[src/common/pipePkg.sv]
package pipePkg;

    localparam int WordWidth = 32;
    localparam int RegCount = 32;

    typedef logic [WordWidth-1:0] word_t;
    typedef logic [$clog2(RegCount)-1:0] regIdx_t;
    typedef logic [31:0] instr_t;
    typedef logic [4:0] shamt_t;

    // operand source select produced by forwarding
    typedef logic [1:0] fwdSel_t;

    // operations of one lane ALU
    typedef enum logic [2:0] {
        AluAdd,
        AluSub,
        AluAnd,
        AluOr,
        AluSlt,
        AluSll,
        AluSrl,
        AluPass
    } aluOp_t;

    // primary opcodes in instr[31:26]
    localparam logic [5:0] OpRType = 6'h00;
    localparam logic [5:0] OpAddi = 6'h08;
    localparam logic [5:0] OpSlti = 6'h0A;
    localparam logic [5:0] OpAndi = 6'h0C;
    localparam logic [5:0] OpOri = 6'h0D;

    // R-type function codes in instr[5:0]
    localparam logic [5:0] FnAdd = 6'h20;
    localparam logic [5:0] FnSub = 6'h22;
    localparam logic [5:0] FnAnd = 6'h24;
    localparam logic [5:0] FnOr = 6'h25;
    localparam logic [5:0] FnSlt = 6'h2A;
    localparam logic [5:0] FnSll = 6'h00;
    localparam logic [5:0] FnSrl = 6'h02;

    localparam regIdx_t ZeroReg = '0;

    localparam fwdSel_t FwdRegFile = 2'd0;
    localparam fwdSel_t FwdWb1 = 2'd1;
    localparam fwdSel_t FwdWb2 = 2'd2;

endpackage

[src/issue/laneDecoder.sv]
`timescale 1ns/1ps

module laneDecoder (
    input  pipePkg::instr_t  instr,
    output pipePkg::aluOp_t  aluOp,
    output pipePkg::regIdx_t srcA,
    output pipePkg::regIdx_t srcB,
    output logic             useImm,
    output pipePkg::word_t   immValue,
    output pipePkg::shamt_t  shamt,
    output logic             writeEn,
    output pipePkg::regIdx_t destReg
);

    logic [5:0] opcode;
    logic [5:0] funct;
    logic [15:0] imm;
    logic known;

    assign opcode = instr[31:26];
    assign funct = instr[5:0];
    assign imm = instr[15:0];

    assign srcA = instr[25:21];
    assign srcB = instr[20:16];
    assign shamt = instr[10:6];

    always_comb begin
        aluOp = pipePkg::AluPass;
        useImm = 1'b0;
        immValue = {{(pipePkg::WordWidth - 16){imm[15]}}, imm};
        destReg = instr[15:11];
        known = 1'b1;
        case (opcode)
            pipePkg::OpRType: begin
                case (funct)
                    pipePkg::FnAdd: aluOp = pipePkg::AluAdd;
                    pipePkg::FnSub: aluOp = pipePkg::AluSub;
                    pipePkg::FnAnd: aluOp = pipePkg::AluAnd;
                    pipePkg::FnOr:  aluOp = pipePkg::AluOr;
                    pipePkg::FnSlt: aluOp = pipePkg::AluSlt;
                    pipePkg::FnSll: aluOp = pipePkg::AluSll;
                    pipePkg::FnSrl: aluOp = pipePkg::AluSrl;
                    default:        known = 1'b0;
                endcase
            end
            pipePkg::OpAddi, pipePkg::OpSlti: begin
                // arithmetic immediates are signed
                aluOp = (opcode == pipePkg::OpAddi) ? pipePkg::AluAdd : pipePkg::AluSlt;
                useImm = 1'b1;
                destReg = instr[20:16];
            end
            pipePkg::OpAndi, pipePkg::OpOri: begin
                // logic immediates are zero-extended
                aluOp = (opcode == pipePkg::OpAndi) ? pipePkg::AluAnd : pipePkg::AluOr;
                useImm = 1'b1;
                immValue = {{(pipePkg::WordWidth - 16){1'b0}}, imm};
                destReg = instr[20:16];
            end
            default: known = 1'b0;
        endcase
    end

    // unknown encodings and writes to r0 retire as no-ops
    assign writeEn = known && (destReg != pipePkg::ZeroReg);

endmodule

[src/issue/issueControl.sv]
`timescale 1ns/1ps

module issueControl (
    input  logic             clk,
    input  logic             rst,
    input  logic             pairValid,
    input  pipePkg::instr_t  instr1In,
    input  pipePkg::instr_t  instr2In,
    output logic             pairReady,
    output logic             laneValid1,
    output pipePkg::aluOp_t  aluOp1,
    output pipePkg::regIdx_t srcA1,
    output pipePkg::regIdx_t srcB1,
    output logic             useImm1,
    output pipePkg::word_t   immValue1,
    output pipePkg::shamt_t  shamt1,
    output logic             writeEn1,
    output pipePkg::regIdx_t destReg1,
    output logic             laneValid2,
    output pipePkg::aluOp_t  aluOp2,
    output pipePkg::regIdx_t srcA2,
    output pipePkg::regIdx_t srcB2,
    output logic             useImm2,
    output pipePkg::word_t   immValue2,
    output pipePkg::shamt_t  shamt2,
    output logic             writeEn2,
    output pipePkg::regIdx_t destReg2
);

    pipePkg::instr_t instr1Q;
    pipePkg::instr_t instr2Q;
    logic valid1Q;
    logic valid2Q;
    logic hazard;

    laneDecoder decode1 (
        .instr(instr1Q), .aluOp(aluOp1), .srcA(srcA1), .srcB(srcB1), .useImm(useImm1),
        .immValue(immValue1), .shamt(shamt1), .writeEn(writeEn1), .destReg(destReg1)
    );

    laneDecoder decode2 (
        .instr(instr2Q), .aluOp(aluOp2), .srcA(srcA2), .srcB(srcB2), .useImm(useImm2),
        .immValue(immValue2), .shamt(shamt2), .writeEn(writeEn2), .destReg(destReg2)
    );

    // lane 2 reads what lane 1 writes, rt counts only for R-type
    assign hazard = valid1Q && valid2Q && writeEn1 &&
                    ((destReg1 == srcA2) || (!useImm2 && (destReg1 == srcB2)));

    assign laneValid1 = valid1Q;
    assign laneValid2 = valid2Q && !hazard;
    assign pairReady = !hazard;

    always_ff @(posedge clk) begin
        if (rst) begin
            valid1Q <= 1'b0;
            valid2Q <= 1'b0;
        end else if (hazard) begin
            // lane 1 has left, lane 2 stays one more cycle
            valid1Q <= 1'b0;
            valid2Q <= 1'b1;
        end else begin
            valid1Q <= pairValid;
            valid2Q <= pairValid;
        end
    end

    always_ff @(posedge clk) begin
        if (pairValid && pairReady) begin
            instr1Q <= instr1In;
            instr2Q <= instr2In;
        end
    end

    // a split costs exactly one cycle of input hold
    assert property (@(posedge clk) disable iff (rst) !pairReady |=> pairReady)
        else $error("pairReady low in two consecutive cycles");

endmodule

[config.mk]
export PLATFORM = sky130hd
export DESIGN_NAME = issueControl
export DESIGN_NICKNAME = d
export VERILOG_FILES = /design/src/common/pipePkg.sv /design/src/issue/laneDecoder.sv /design/src/issue/issueControl.sv
export SDC_FILE = /design/constraint.sdc
export NUM_CORES = 1
export LEC_CHECK = 0
export BUFFER_PORTS_ARGS = -buffer_cell sky130_fd_sc_hd__buf_4
export CAP_MARGIN = 20
export CORE_UTILIZATION = 36
export DETAILED_ROUTE_END_ITERATION = 10
export PLACE_DENSITY = 0.66
export SLEW_MARGIN = 20
export SYNTH_ARGS = -nofsm -noshare
export SYNTH_HDL_FRONTEND = slang
export SYNTH_SLANG_ARGS = --single-unit
[constraint.sdc]
create_clock -name clk -period 7.3 [get_ports clk]
set_input_delay 0.365 -clock clk [delete_from_list [all_inputs] [get_ports clk]]
set_output_delay 0.365 -clock clk [all_outputs]
set_load 0.01 [all_outputs]
* Yosys cells after proc, flatten, opt, wreduce, memory -nomap -nowiden
Cells that the tools add are included.
** Word-level totals
- Word-level logic and storage cells :: 71
- Bits of input ports :: 67
- Register bits :: 66
- Output and inout port bits :: 117
** Cells by class
- Multiplexer cells :: 19
- Eq/ne operators :: 22
- Reductions and logical operators :: 26
** Operators with widths (number)
- 32-bit 2-to-1 mux :: 2
- 6-bit == test (second input constant) :: 10
- 6-bit by 4-bit == test with 1-bit output (second input constant) :: 8
- 3-bit one-hot mux with 7 select lines :: 2
- 6-bit zero test :: 4
- 3-bit one-hot mux with 3 select lines :: 2
- 7-bit OR reduction :: 2
- 6-bit by 2-bit == test with 1-bit output (second input constant) :: 2
- 5-bit == test :: 2
- 5-bit 2-to-1 mux :: 2
- 5-bit nonzero test :: 2
- 2-bit OR reduction :: 5
- 1-bit logical AND :: 8
- 4-bit OR reduction :: 2
- 1-bit 2-to-1 mux :: 7
- 3-bit 2-to-1 mux :: 2
- 1-bit one-hot mux with 2 select lines :: 2
- 1-bit zero test :: 2
- 1-bit logical OR :: 1

* Longest topological paths before layout
Gate-level depths: netlist of run 1.
- Depth after elaboration :: 9
- Mapped depth :: 8
- Gate-level depth less buffers :: 7

* Hierarchy
A second synthesis of run 1 with hierarchy kept.
** Second synthesis, totals
- Cell total of the unflattened synthesis :: 254
- Area, all modules :: 3468.3 µm²
** By module, submodules not included
- issueControl :: seq. area each 1961.9 µm², area each 2164.6 µm², cells an instance 90, times used 1
- laneDecoder :: seq. area each 0.0 µm², area each 651.9 µm², cells an instance 82, times used 2

* Least setup slack after synthesis of run 1
OpenSTA, ideal clock, no wires.
- Path type :: register to register
- Start point :: register instr1Q[31]
- End point :: register instr1Q[0], enable pin
- Arrival time :: 4.812 ns
- Period minus slack after synthesis :: 5.315 ns
- Path buffers :: 1
- Path slack :: 1.985 ns
- Cell stages (with the launch flop) :: 8
- Data required time :: 6.797 ns
- Setup time :: 0.503 ns
- Cells stage by stage :: edfxtp_1 -> or3b_1 -> or2_1 -> buf_6 -> mux2_4 -> xor2_1 -> o32ai_4 -> a21boi_1
** Between the ends
- Longest elaborated chain between the ends :: 9
- Elaborated cells on any way between the ends :: 18
- Those cells by class :: 6 x eq/ne; 2 x mux; 10 x reduce/logical
** Ends and longest elaborated chain
- start, declared :: line issueControl.sv:30 : pipePkg::instr_t instr1Q;
- start signal, assigned :: line issueControl.sv:70 : instr1Q <= instr1In;
- 6-bit by 4-bit == test with 1-bit output :: line laneDecoder.sv:34 : case (opcode)
- 4-bit OR reduction (no line) (*)
- 5-bit 2-to-1 mux (*) :: line laneDecoder.sv:34
- via destReg1[0] :: line issueControl.sv:18 : output pipePkg::regIdx_t destReg1,
- 5-bit == test or 5-bit nonzero test (tied branches) :: line issueControl.sv:48, laneDecoder.sv:65
- 1-bit logical AND, on equally long branches :: line issueControl.sv:48, laneDecoder.sv:65
- 1-bit logical OR or 1-bit logical AND (tied branches) :: line issueControl.sv:48, issueControl.sv:47
- 1-bit logical AND (*) :: line issueControl.sv:47 : assign hazard = valid1Q && valid2Q && writeEn1 &&
- 1-bit zero test (*) :: line issueControl.sv:52 : assign pairReady = !hazard;
- 1-bit logical AND (*) :: line issueControl.sv:69 : if (pairValid && pairReady) begin
Mark *: on every way through the listed nets, which the timed path passes. The rest lies on a longest branch.
A chain may end at the register's enable or synchronous reset.

* Worst setup path after layout of run 1
- Start point :: register instr1Q[29]
- End point :: register instr2Q[16], enable pin
** Between the ends
- Longest elaborated chain between the ends :: 9
- Elaborated cells on any way between the ends :: 18
- Those cells by class :: 6 x eq/ne; 2 x mux; 10 x reduce/logical
** Ends and longest elaborated chain
- 6-bit by 4-bit == test with 1-bit output :: line laneDecoder.sv:34
- 4-bit OR reduction (no line)
- 5-bit 2-to-1 mux :: line laneDecoder.sv:34
- 5-bit == test or 5-bit nonzero test (tied branches) :: line issueControl.sv:48, laneDecoder.sv:65
- 1-bit logical AND, on equally long branches :: line issueControl.sv:48, laneDecoder.sv:65
- 1-bit logical OR or 1-bit logical AND (tied branches) :: line issueControl.sv:48, issueControl.sv:47
- 1-bit logical AND (*) :: line issueControl.sv:47
- 1-bit zero test (*) :: line issueControl.sv:52
- 1-bit logical AND (*) :: line issueControl.sv:69
- end signal, assigned :: line issueControl.sv:71 : instr2Q <= instr2In;
- end, declared :: line issueControl.sv:31 : pipePkg::instr_t instr2Q;
Mark *: on every way between the ends. The rest lies on a longest branch, timed or not.

==> impl_metrics.py, run 1 <==
metrics = {
    "worst_setup_path": {
        "startpoint_type": "flip-flop",
        "cp_data_required_time_ns": 7.26,
        "path_class": "reg2reg",
        "reg2reg_from": "instr1Q[29]",
        "cp.arrival_ns": 3.15,
        "worstSetupStartpoint": "instr1Q[29]",
        "critPathCaptureType": "flip-flop",
        "critPathMaxFanout": 64,
    },
    "sta": {
        "rsz0062_at_grt": "no",
        "timing.hold.ws_ns": 0.2022,
        "fin_crit_ns": 3.195,
        "hold_viol_final": 0,
        "period_share": 0.4377,
        "slew_headroom": 0.4581,
        "worst_pin_slew_ns": 0.8128,
        "fin_skew_ns": 0.008315,
        "setup_viol": 0,
        "max_freq_mhz": 313.0,
        "fin_setup_tns_ns": 0,
        "finalMaxSlewViolations": 0,
    },
    "route": {
        "via_count": 2439,
        "drt_iter0_markers": 71,
        "drtPass1Iterations": 5,
        "drc": 0,
        "wire_per_inst_um": 14.83,
        "routed_wl_mm": 7.816,
        "detail-route-antenna-nets": 0,
        "via_per_inst": 4.628,
    },
    "place": {
        "placed_cells": 511,
        "io_buffers": 183,
        "place.gp.congestion": 0.8051,
        "dp_hpwl_mm": 6.075,
    },
    "global_routing": {
        "grt_usage": 0.1499,
        "grt_pass1_wl_mm": 11.39,
        "grt_pass1_vias": 2389,
        "grt_start_max_net_pins": 65,
        "grt-ovfl-total": 0,
        "grt_antenna_before_repair": 0,
    },
    "layout": {
        "multi_input_area_um2": 812.0,
        "layout.nets": 460,
        "diodes": 0,
        "fillers": 866,
        "layout-drive-gt1-share": 0.5251,
        "syn_to_final_growth_pct": 29.77,
        "regArea_um2": 1962,
        "instances_no_fill": 527,
        "final_util": 0.4888,
    },
    "synth": {
        "yosysTopAreaCellShare": 0.5470,
        "syn_area_per_cell_um2": 12.03,
        "seq_area_frac_synth": 0.5584,
        "ys_ff_latch": 66,
        "ys_types": 51,
        "synth_fp_nets": 359,
        "post-synth-top-count-cell": "buf_4",
        "synth_top_cell_by_area": "edfxtp_1",
        "async_reset_ff_frac": 0,
        "netlist_top_cells_count": "92 x buf_4, 64 x edfxtp_1, 14 x inv_1, 14 x nand2_1, 14 x nor3_1",
        "yosys_warnings": 0,
        "synth_area_leaders": "edfxtp_1 55%, buf_4 20%, nor3_1 2.0%",
        "netlist_instances": 292,
        "syn_area_um2": 3513,
        "synth_edf_count": 64,
        "ys_dominant_reg_cell": "edfxtp_1",
    },
    "power_and_ir_drop": {
        "p_per_area_nw_per_um2": 211.8,
        "vdd_drop_max_v": 0.00009967,
        "p_leak_nw": 1.943,
    },
    "clocking": {
        "clkTransAtPathRegs_ns": 0.07,
        "cts_hold_buf": 0,
        "cts.sinks": 66,
        "numCtsBuffers": 9,
        "cts_buffer_depth": 2,
        "htree_levels": 3,
        "cts-root-buf": "clkbuf_8",
        "post_cts_buffers": 0,
        "clk-insertion-delay-late_ns": 0.33,
        "cts_tree": "yes",
        "cts_resized": 0,
    },
    "die": {
        "row_count": 35,
        "fp.dieW_um": 100.8,
        "die_area_um2": 10160,
        "io-pin-count": 184,
        "core_um2": 9328,
        "die_h_um": 100.8,
        "initial_utilization": 0.3767,
    },
    "min_path": {
        "min-delay-start": "instr1In[21]",
        "hp-class": "in2reg",
    },
    "status": {
        "status": "complete, no violations",
    },
    "run": {
        "cap_violations": 0,
    },
}
-- report_power, final --
group | leakage, nW | internal [mW] | total, mW | switching [mW]
Combinational | 1.21 | 0.106 | 0.193 | 0.0873
Clock | 0.0874 | 0.155 | 0.292 | 0.137
Sequential | 0.643 | 0.450 | 0.481 | 0.0306
-- cell usage in the layout, fill, tap and decap left out, types with 3 or more instances in the layout --
cell type,synthesis,layout
edfxtp_1,64,64
a211oi_1,3,3
o22ai_1,3,3
nand3_1,3,3
nand2_1,14,14
clkbuf_8,0,9
nor3_1,14,14
o21ai_1,4,4
xor2_1,7,7
nor4_1,7,7
o21ai_0,5,5
buf_4,92,184
nand2b_1,4,4
inv_1,14,14
mux2_2,3,3
a21oi_1,4,4
nor2_1,8,8
-- kinds of logic (layout without fill, tap and decap cells) --
| kind of cell | Yosys count | count (layout) | synth area share |
|---|---|---|---|
| AOI/OAI and AO/OA | 42 | 42 | 0.09046 |
| and+or+nand+nor | 58 | 58 | 0.08405 |
| muxes | 9 | 9 | 0.02991 |
| DFF | 66 | 66 | 0.5584 |
| buffers and inverters | 109 | 215 | 0.2172 |
| xor gates and xnor gates | 8 | 8 | 0.01994 |
-- flip-flops by register name, summed over array words and instances (netlist names) --
register    flops
instr1Q        32
valid2Q         1
laneValid1      1
instr2Q        32
-- stage by stage --
step	worst slack [ns]	instance area (um2)	power (mW)
floorplan	1.985	3513	0.6171
global placement	4.158	4362	0.6800
detailed placement	4.072	4362	0.6844
CTS	4.063	4547	0.9794
global route	3.857	4559	1.010
finish	4.105	4559	0.9658
-- metal layers --
layer	global-route usage	up-vias	share of wire
li1	-	1166	-
met1	0.1678	1138	0.38
met2	0.2619	125	0.51
met3	0.04854	10	0.092
met4	0.06355	0	0.013
met5	0	-	0
-- worst max-delay path: stages (launching register included) --
cell and delay (ns):
edfxtp_1 0.43, or3b_1 0.42, or2_1 0.39, clkinv_2 0.18, nor2_1 0.05, o31ai_1 0.34
o32ai_4 0.18, a21boi_4 0.14, buf_4 0.63
-- final timing paths --
kind | to | slack, ns | cells after the start
worst max-delay path | instr2Q[16] | 4.10 | 8
worst min-delay path | instr1Q[21] | 0.20 | 1
worst max register to register | instr2Q[16] | 4.10 | 8
worst min register to register | valid2Q | 0.64 | 3
-- final cells by class --
type                            count  share of cell area
Sequential cell                    66              0.4303
Inverter                           15             0.01262
Multi-Input combinational cell    117              0.1781
Tap cell                          129             0.03540
Timing Repair Buffer              184              0.3030
Clock inverter                      6             0.01262
Clock buffer                       10             0.02799
Power figures use the tool's default switching activity.
==> run 2: changes to the inputs <==
clock period = 3.2 ns   (was 7.3 ns; I/O delays follow)
==> run 2 against run 1 <==
  * Critical path depth down 1
  * Power increased by 150%
  * Sequential power is 130% higher
  * Global-route usage rose by 1.8 points
  * Clock power increased to 2.6 times the previous value
  * Critical path type is now reg2out
  * Largest cell class is now non-clock buffers
  * Largest power group unchanged
==> impl_metrics.py, run 2 (synthesis results as in run 1) <==
metrics = {
    "power_and_ir_drop": {
        "power_mw": 2.375,
        "p_leak_nw": 2.245,
        "p_per_area_nw_per_um2": 451.2,
        "vdd_drop_max_v": 0.0002997,
    },
    "global_routing": {
        "grt_pass1_wl_mm": 12.89,
        "grt_pass1_vias": 2678,
        "grt_usage": 0.1675,
        "grt_start_max_net_pins": 37,
        "grt_antenna_before_repair": 0,
        "grt-ovfl-total": 0,
    },
    "worst_setup_path": {
        "cp_cell_sequence": "mux2_1 > or2_4 > nor3_1 > o221ai_2 > o32ai_4 > a21boi_1 > buf_4",
        "reg2reg_from": "instr1Q[28]",
        "worstSetupStartpoint": "instr1Q[28]",
        "rr_worst_depth": 8,
        "path_depth": 7,
        "cp.arrival_ns": 2.70,
        "path_class": "reg2out",
        "critPathCaptureType": "output port",
        "slowest_stage": "edfxtp_1",
        "startpoint_type": "flip-flop",
        "path_delay_family": "compound AO/OA/AOI/OAI gates",
        "cp_data_required_time_ns": 3.04,
        "critPathMaxFanout": 9,
        "path_buf_inv": 1,
        "max_stage_delay_ns": 0.50,
    },
    "layout": {
        "diodes": 0,
        "multi_input_area_um2": 828.3,
        "layout_common_cells": "186 x buf_4, 64 x dlygate4sd3_1, 64 x edfxtp_1",
        "layout.cells.most_common": "buf_4",
        "instances_no_fill": 593,
        "layout.nets": 526,
        "syn_to_final_growth_pct": 49.82,
        "fillers": 773,
        "reg_top3": "instr1Q (32), instr2Q (32)",
        "layout-drive-gt1-share": 0.4677,
        "regArea_um2": 1962,
    },
    "run": {
        "cap_violations": 0,
    },
    "route": {
        "drc": 0,
        "via_per_inst": 4.587,
        "routed_wl_mm": 8.669,
        "detail-route-antenna-nets": 0,
        "drt_iter0_markers": 75,
        "drtPass1Iterations": 4,
        "wire_per_inst_um": 14.62,
        "via_count": 2720,
    },
    "sta": {
        "max_freq_mhz": 350.0,
        "hold_viol_final": 0,
        "fin_setup_tns_ns": 0,
        "finalMaxSlewViolations": 0,
        "worst_pin_slew_ns": 0.6401,
        "slew_headroom": 0.5719,
        "period_share": 0.8930,
        "setup_viol": 0,
        "fin_skew_ns": 0.01084,
        "fin_crit_ns": 2.857,
        "rsz0062_at_grt": "no",
    },
    "die": {
        "io-pin-count": 184,
        "initial_utilization": 0.3767,
        "core_um2": 9328,
        "row_count": 35,
        "die_h_um": 100.8,
        "die_area_um2": 10160,
        "fp.dieW_um": 100.8,
    },
    "min_path": {
        "min-delay-start": "pairValid",
        "whs_path_depth": 3,
        "hp-class": "in2reg",
    },
    "clocking": {
        "clkTransAtPathRegs_ns": 0.07,
        "cts_tree": "yes",
        "cts-root-buf": "clkbuf_8",
        "post_cts_buffers": 0,
        "htree_levels": 3,
        "cts.sinks": 66,
        "cts_buffer_depth": 2,
        "clk-insertion-delay-late_ns": 0.34,
        "numCtsBuffers": 9,
    },
    "status": {
        "status": "complete, no violations",
    },
    "place": {
        "place.gp.congestion": 0.8099,
        "io_buffers": 183,
        "dp_hpwl_mm": 6.090,
        "placed_cells": 513,
    },
}
-- run 2: cell types whose count changed in the layout (fill, tap and decap cells not counted), sizes merged --
cell	previous run	this run
clkinvlp	2	1
clkinv	4	5
buf	184	186
clkbuf	10	9
bufinv	1	2
dlygate4sd3	0	64
-- run 2: final timing paths --
check	to	slack, ns
min	laneValid1	0.11
max reg2reg	instr2Q[6]	0.37
min reg2reg	laneValid1	0.66
max	laneValid2	0.34
-- run 2: tightest hold or removal path, stage by stage --
cell and delay, ns:
buf_4 0.12, nand2b_1 0.08, a21oi_1 0.04
-- run 2: area by class of cell --
type / count / area share
clock inverter: 7 / 0.01783
timing repair buffer: 250 / 0.3870
sequential: 66 / 0.3727
tap: 129 / 0.03066
clock buffer: 9 / 0.02353
inverter: 15 / 0.01093
multi-input combinational: 117 / 0.1574
-- run 2: per-stage QoR --
stage / utilization / instance area (um2) / hold WS, ns / worst slack (ns)
2_1_floorplan: - / 3545 / 0.2589 / -0.1308
3_3_place_gp: 0.4714 / 4397 / 0.3386 / 0.3672
3_5_place_dp: 0.4714 / 4397 / 0.3393 / 0.2866
4_1_cts: 0.5634 / 5255 / 0.08507 / 0.1720
5_1_grt: 0.5643 / 5264 / 0.1061 / 0.1433
6_report: 0.5643 / 5264 / 0.1068 / 0.3425
-- run 2: what timing repair did --
action                                  CTS  global route
endpoints found under the setup margin    0             2
hold buffers                             64             0
gates resized for setup                   0             1
endpoints found under the hold margin    64             0
-- run 2: metal layers --
| layer | routed length (um) | share of wire | up-vias | GRT usage |
|---|---|---|---|---|
| met5 | 0 | 0 | - | 0 |
| met4 | 108 | 0.012 | 0 | 0.05463 |
| met3 | 447 | 0.052 | 13 | 0.03953 |
| met2 | 4556 | 0.53 | 123 | 0.3014 |
| met1 | 3557 | 0.41 | 1290 | 0.1961 |
| li1 | - | - | 1294 | - |
-- run 2: report_power, final --
part           switching, mW  internal [mW]  leakage, nW
clock                  0.325          0.437        0.107
sequential            0.0722           1.03        0.643
combinational          0.217          0.297         1.50
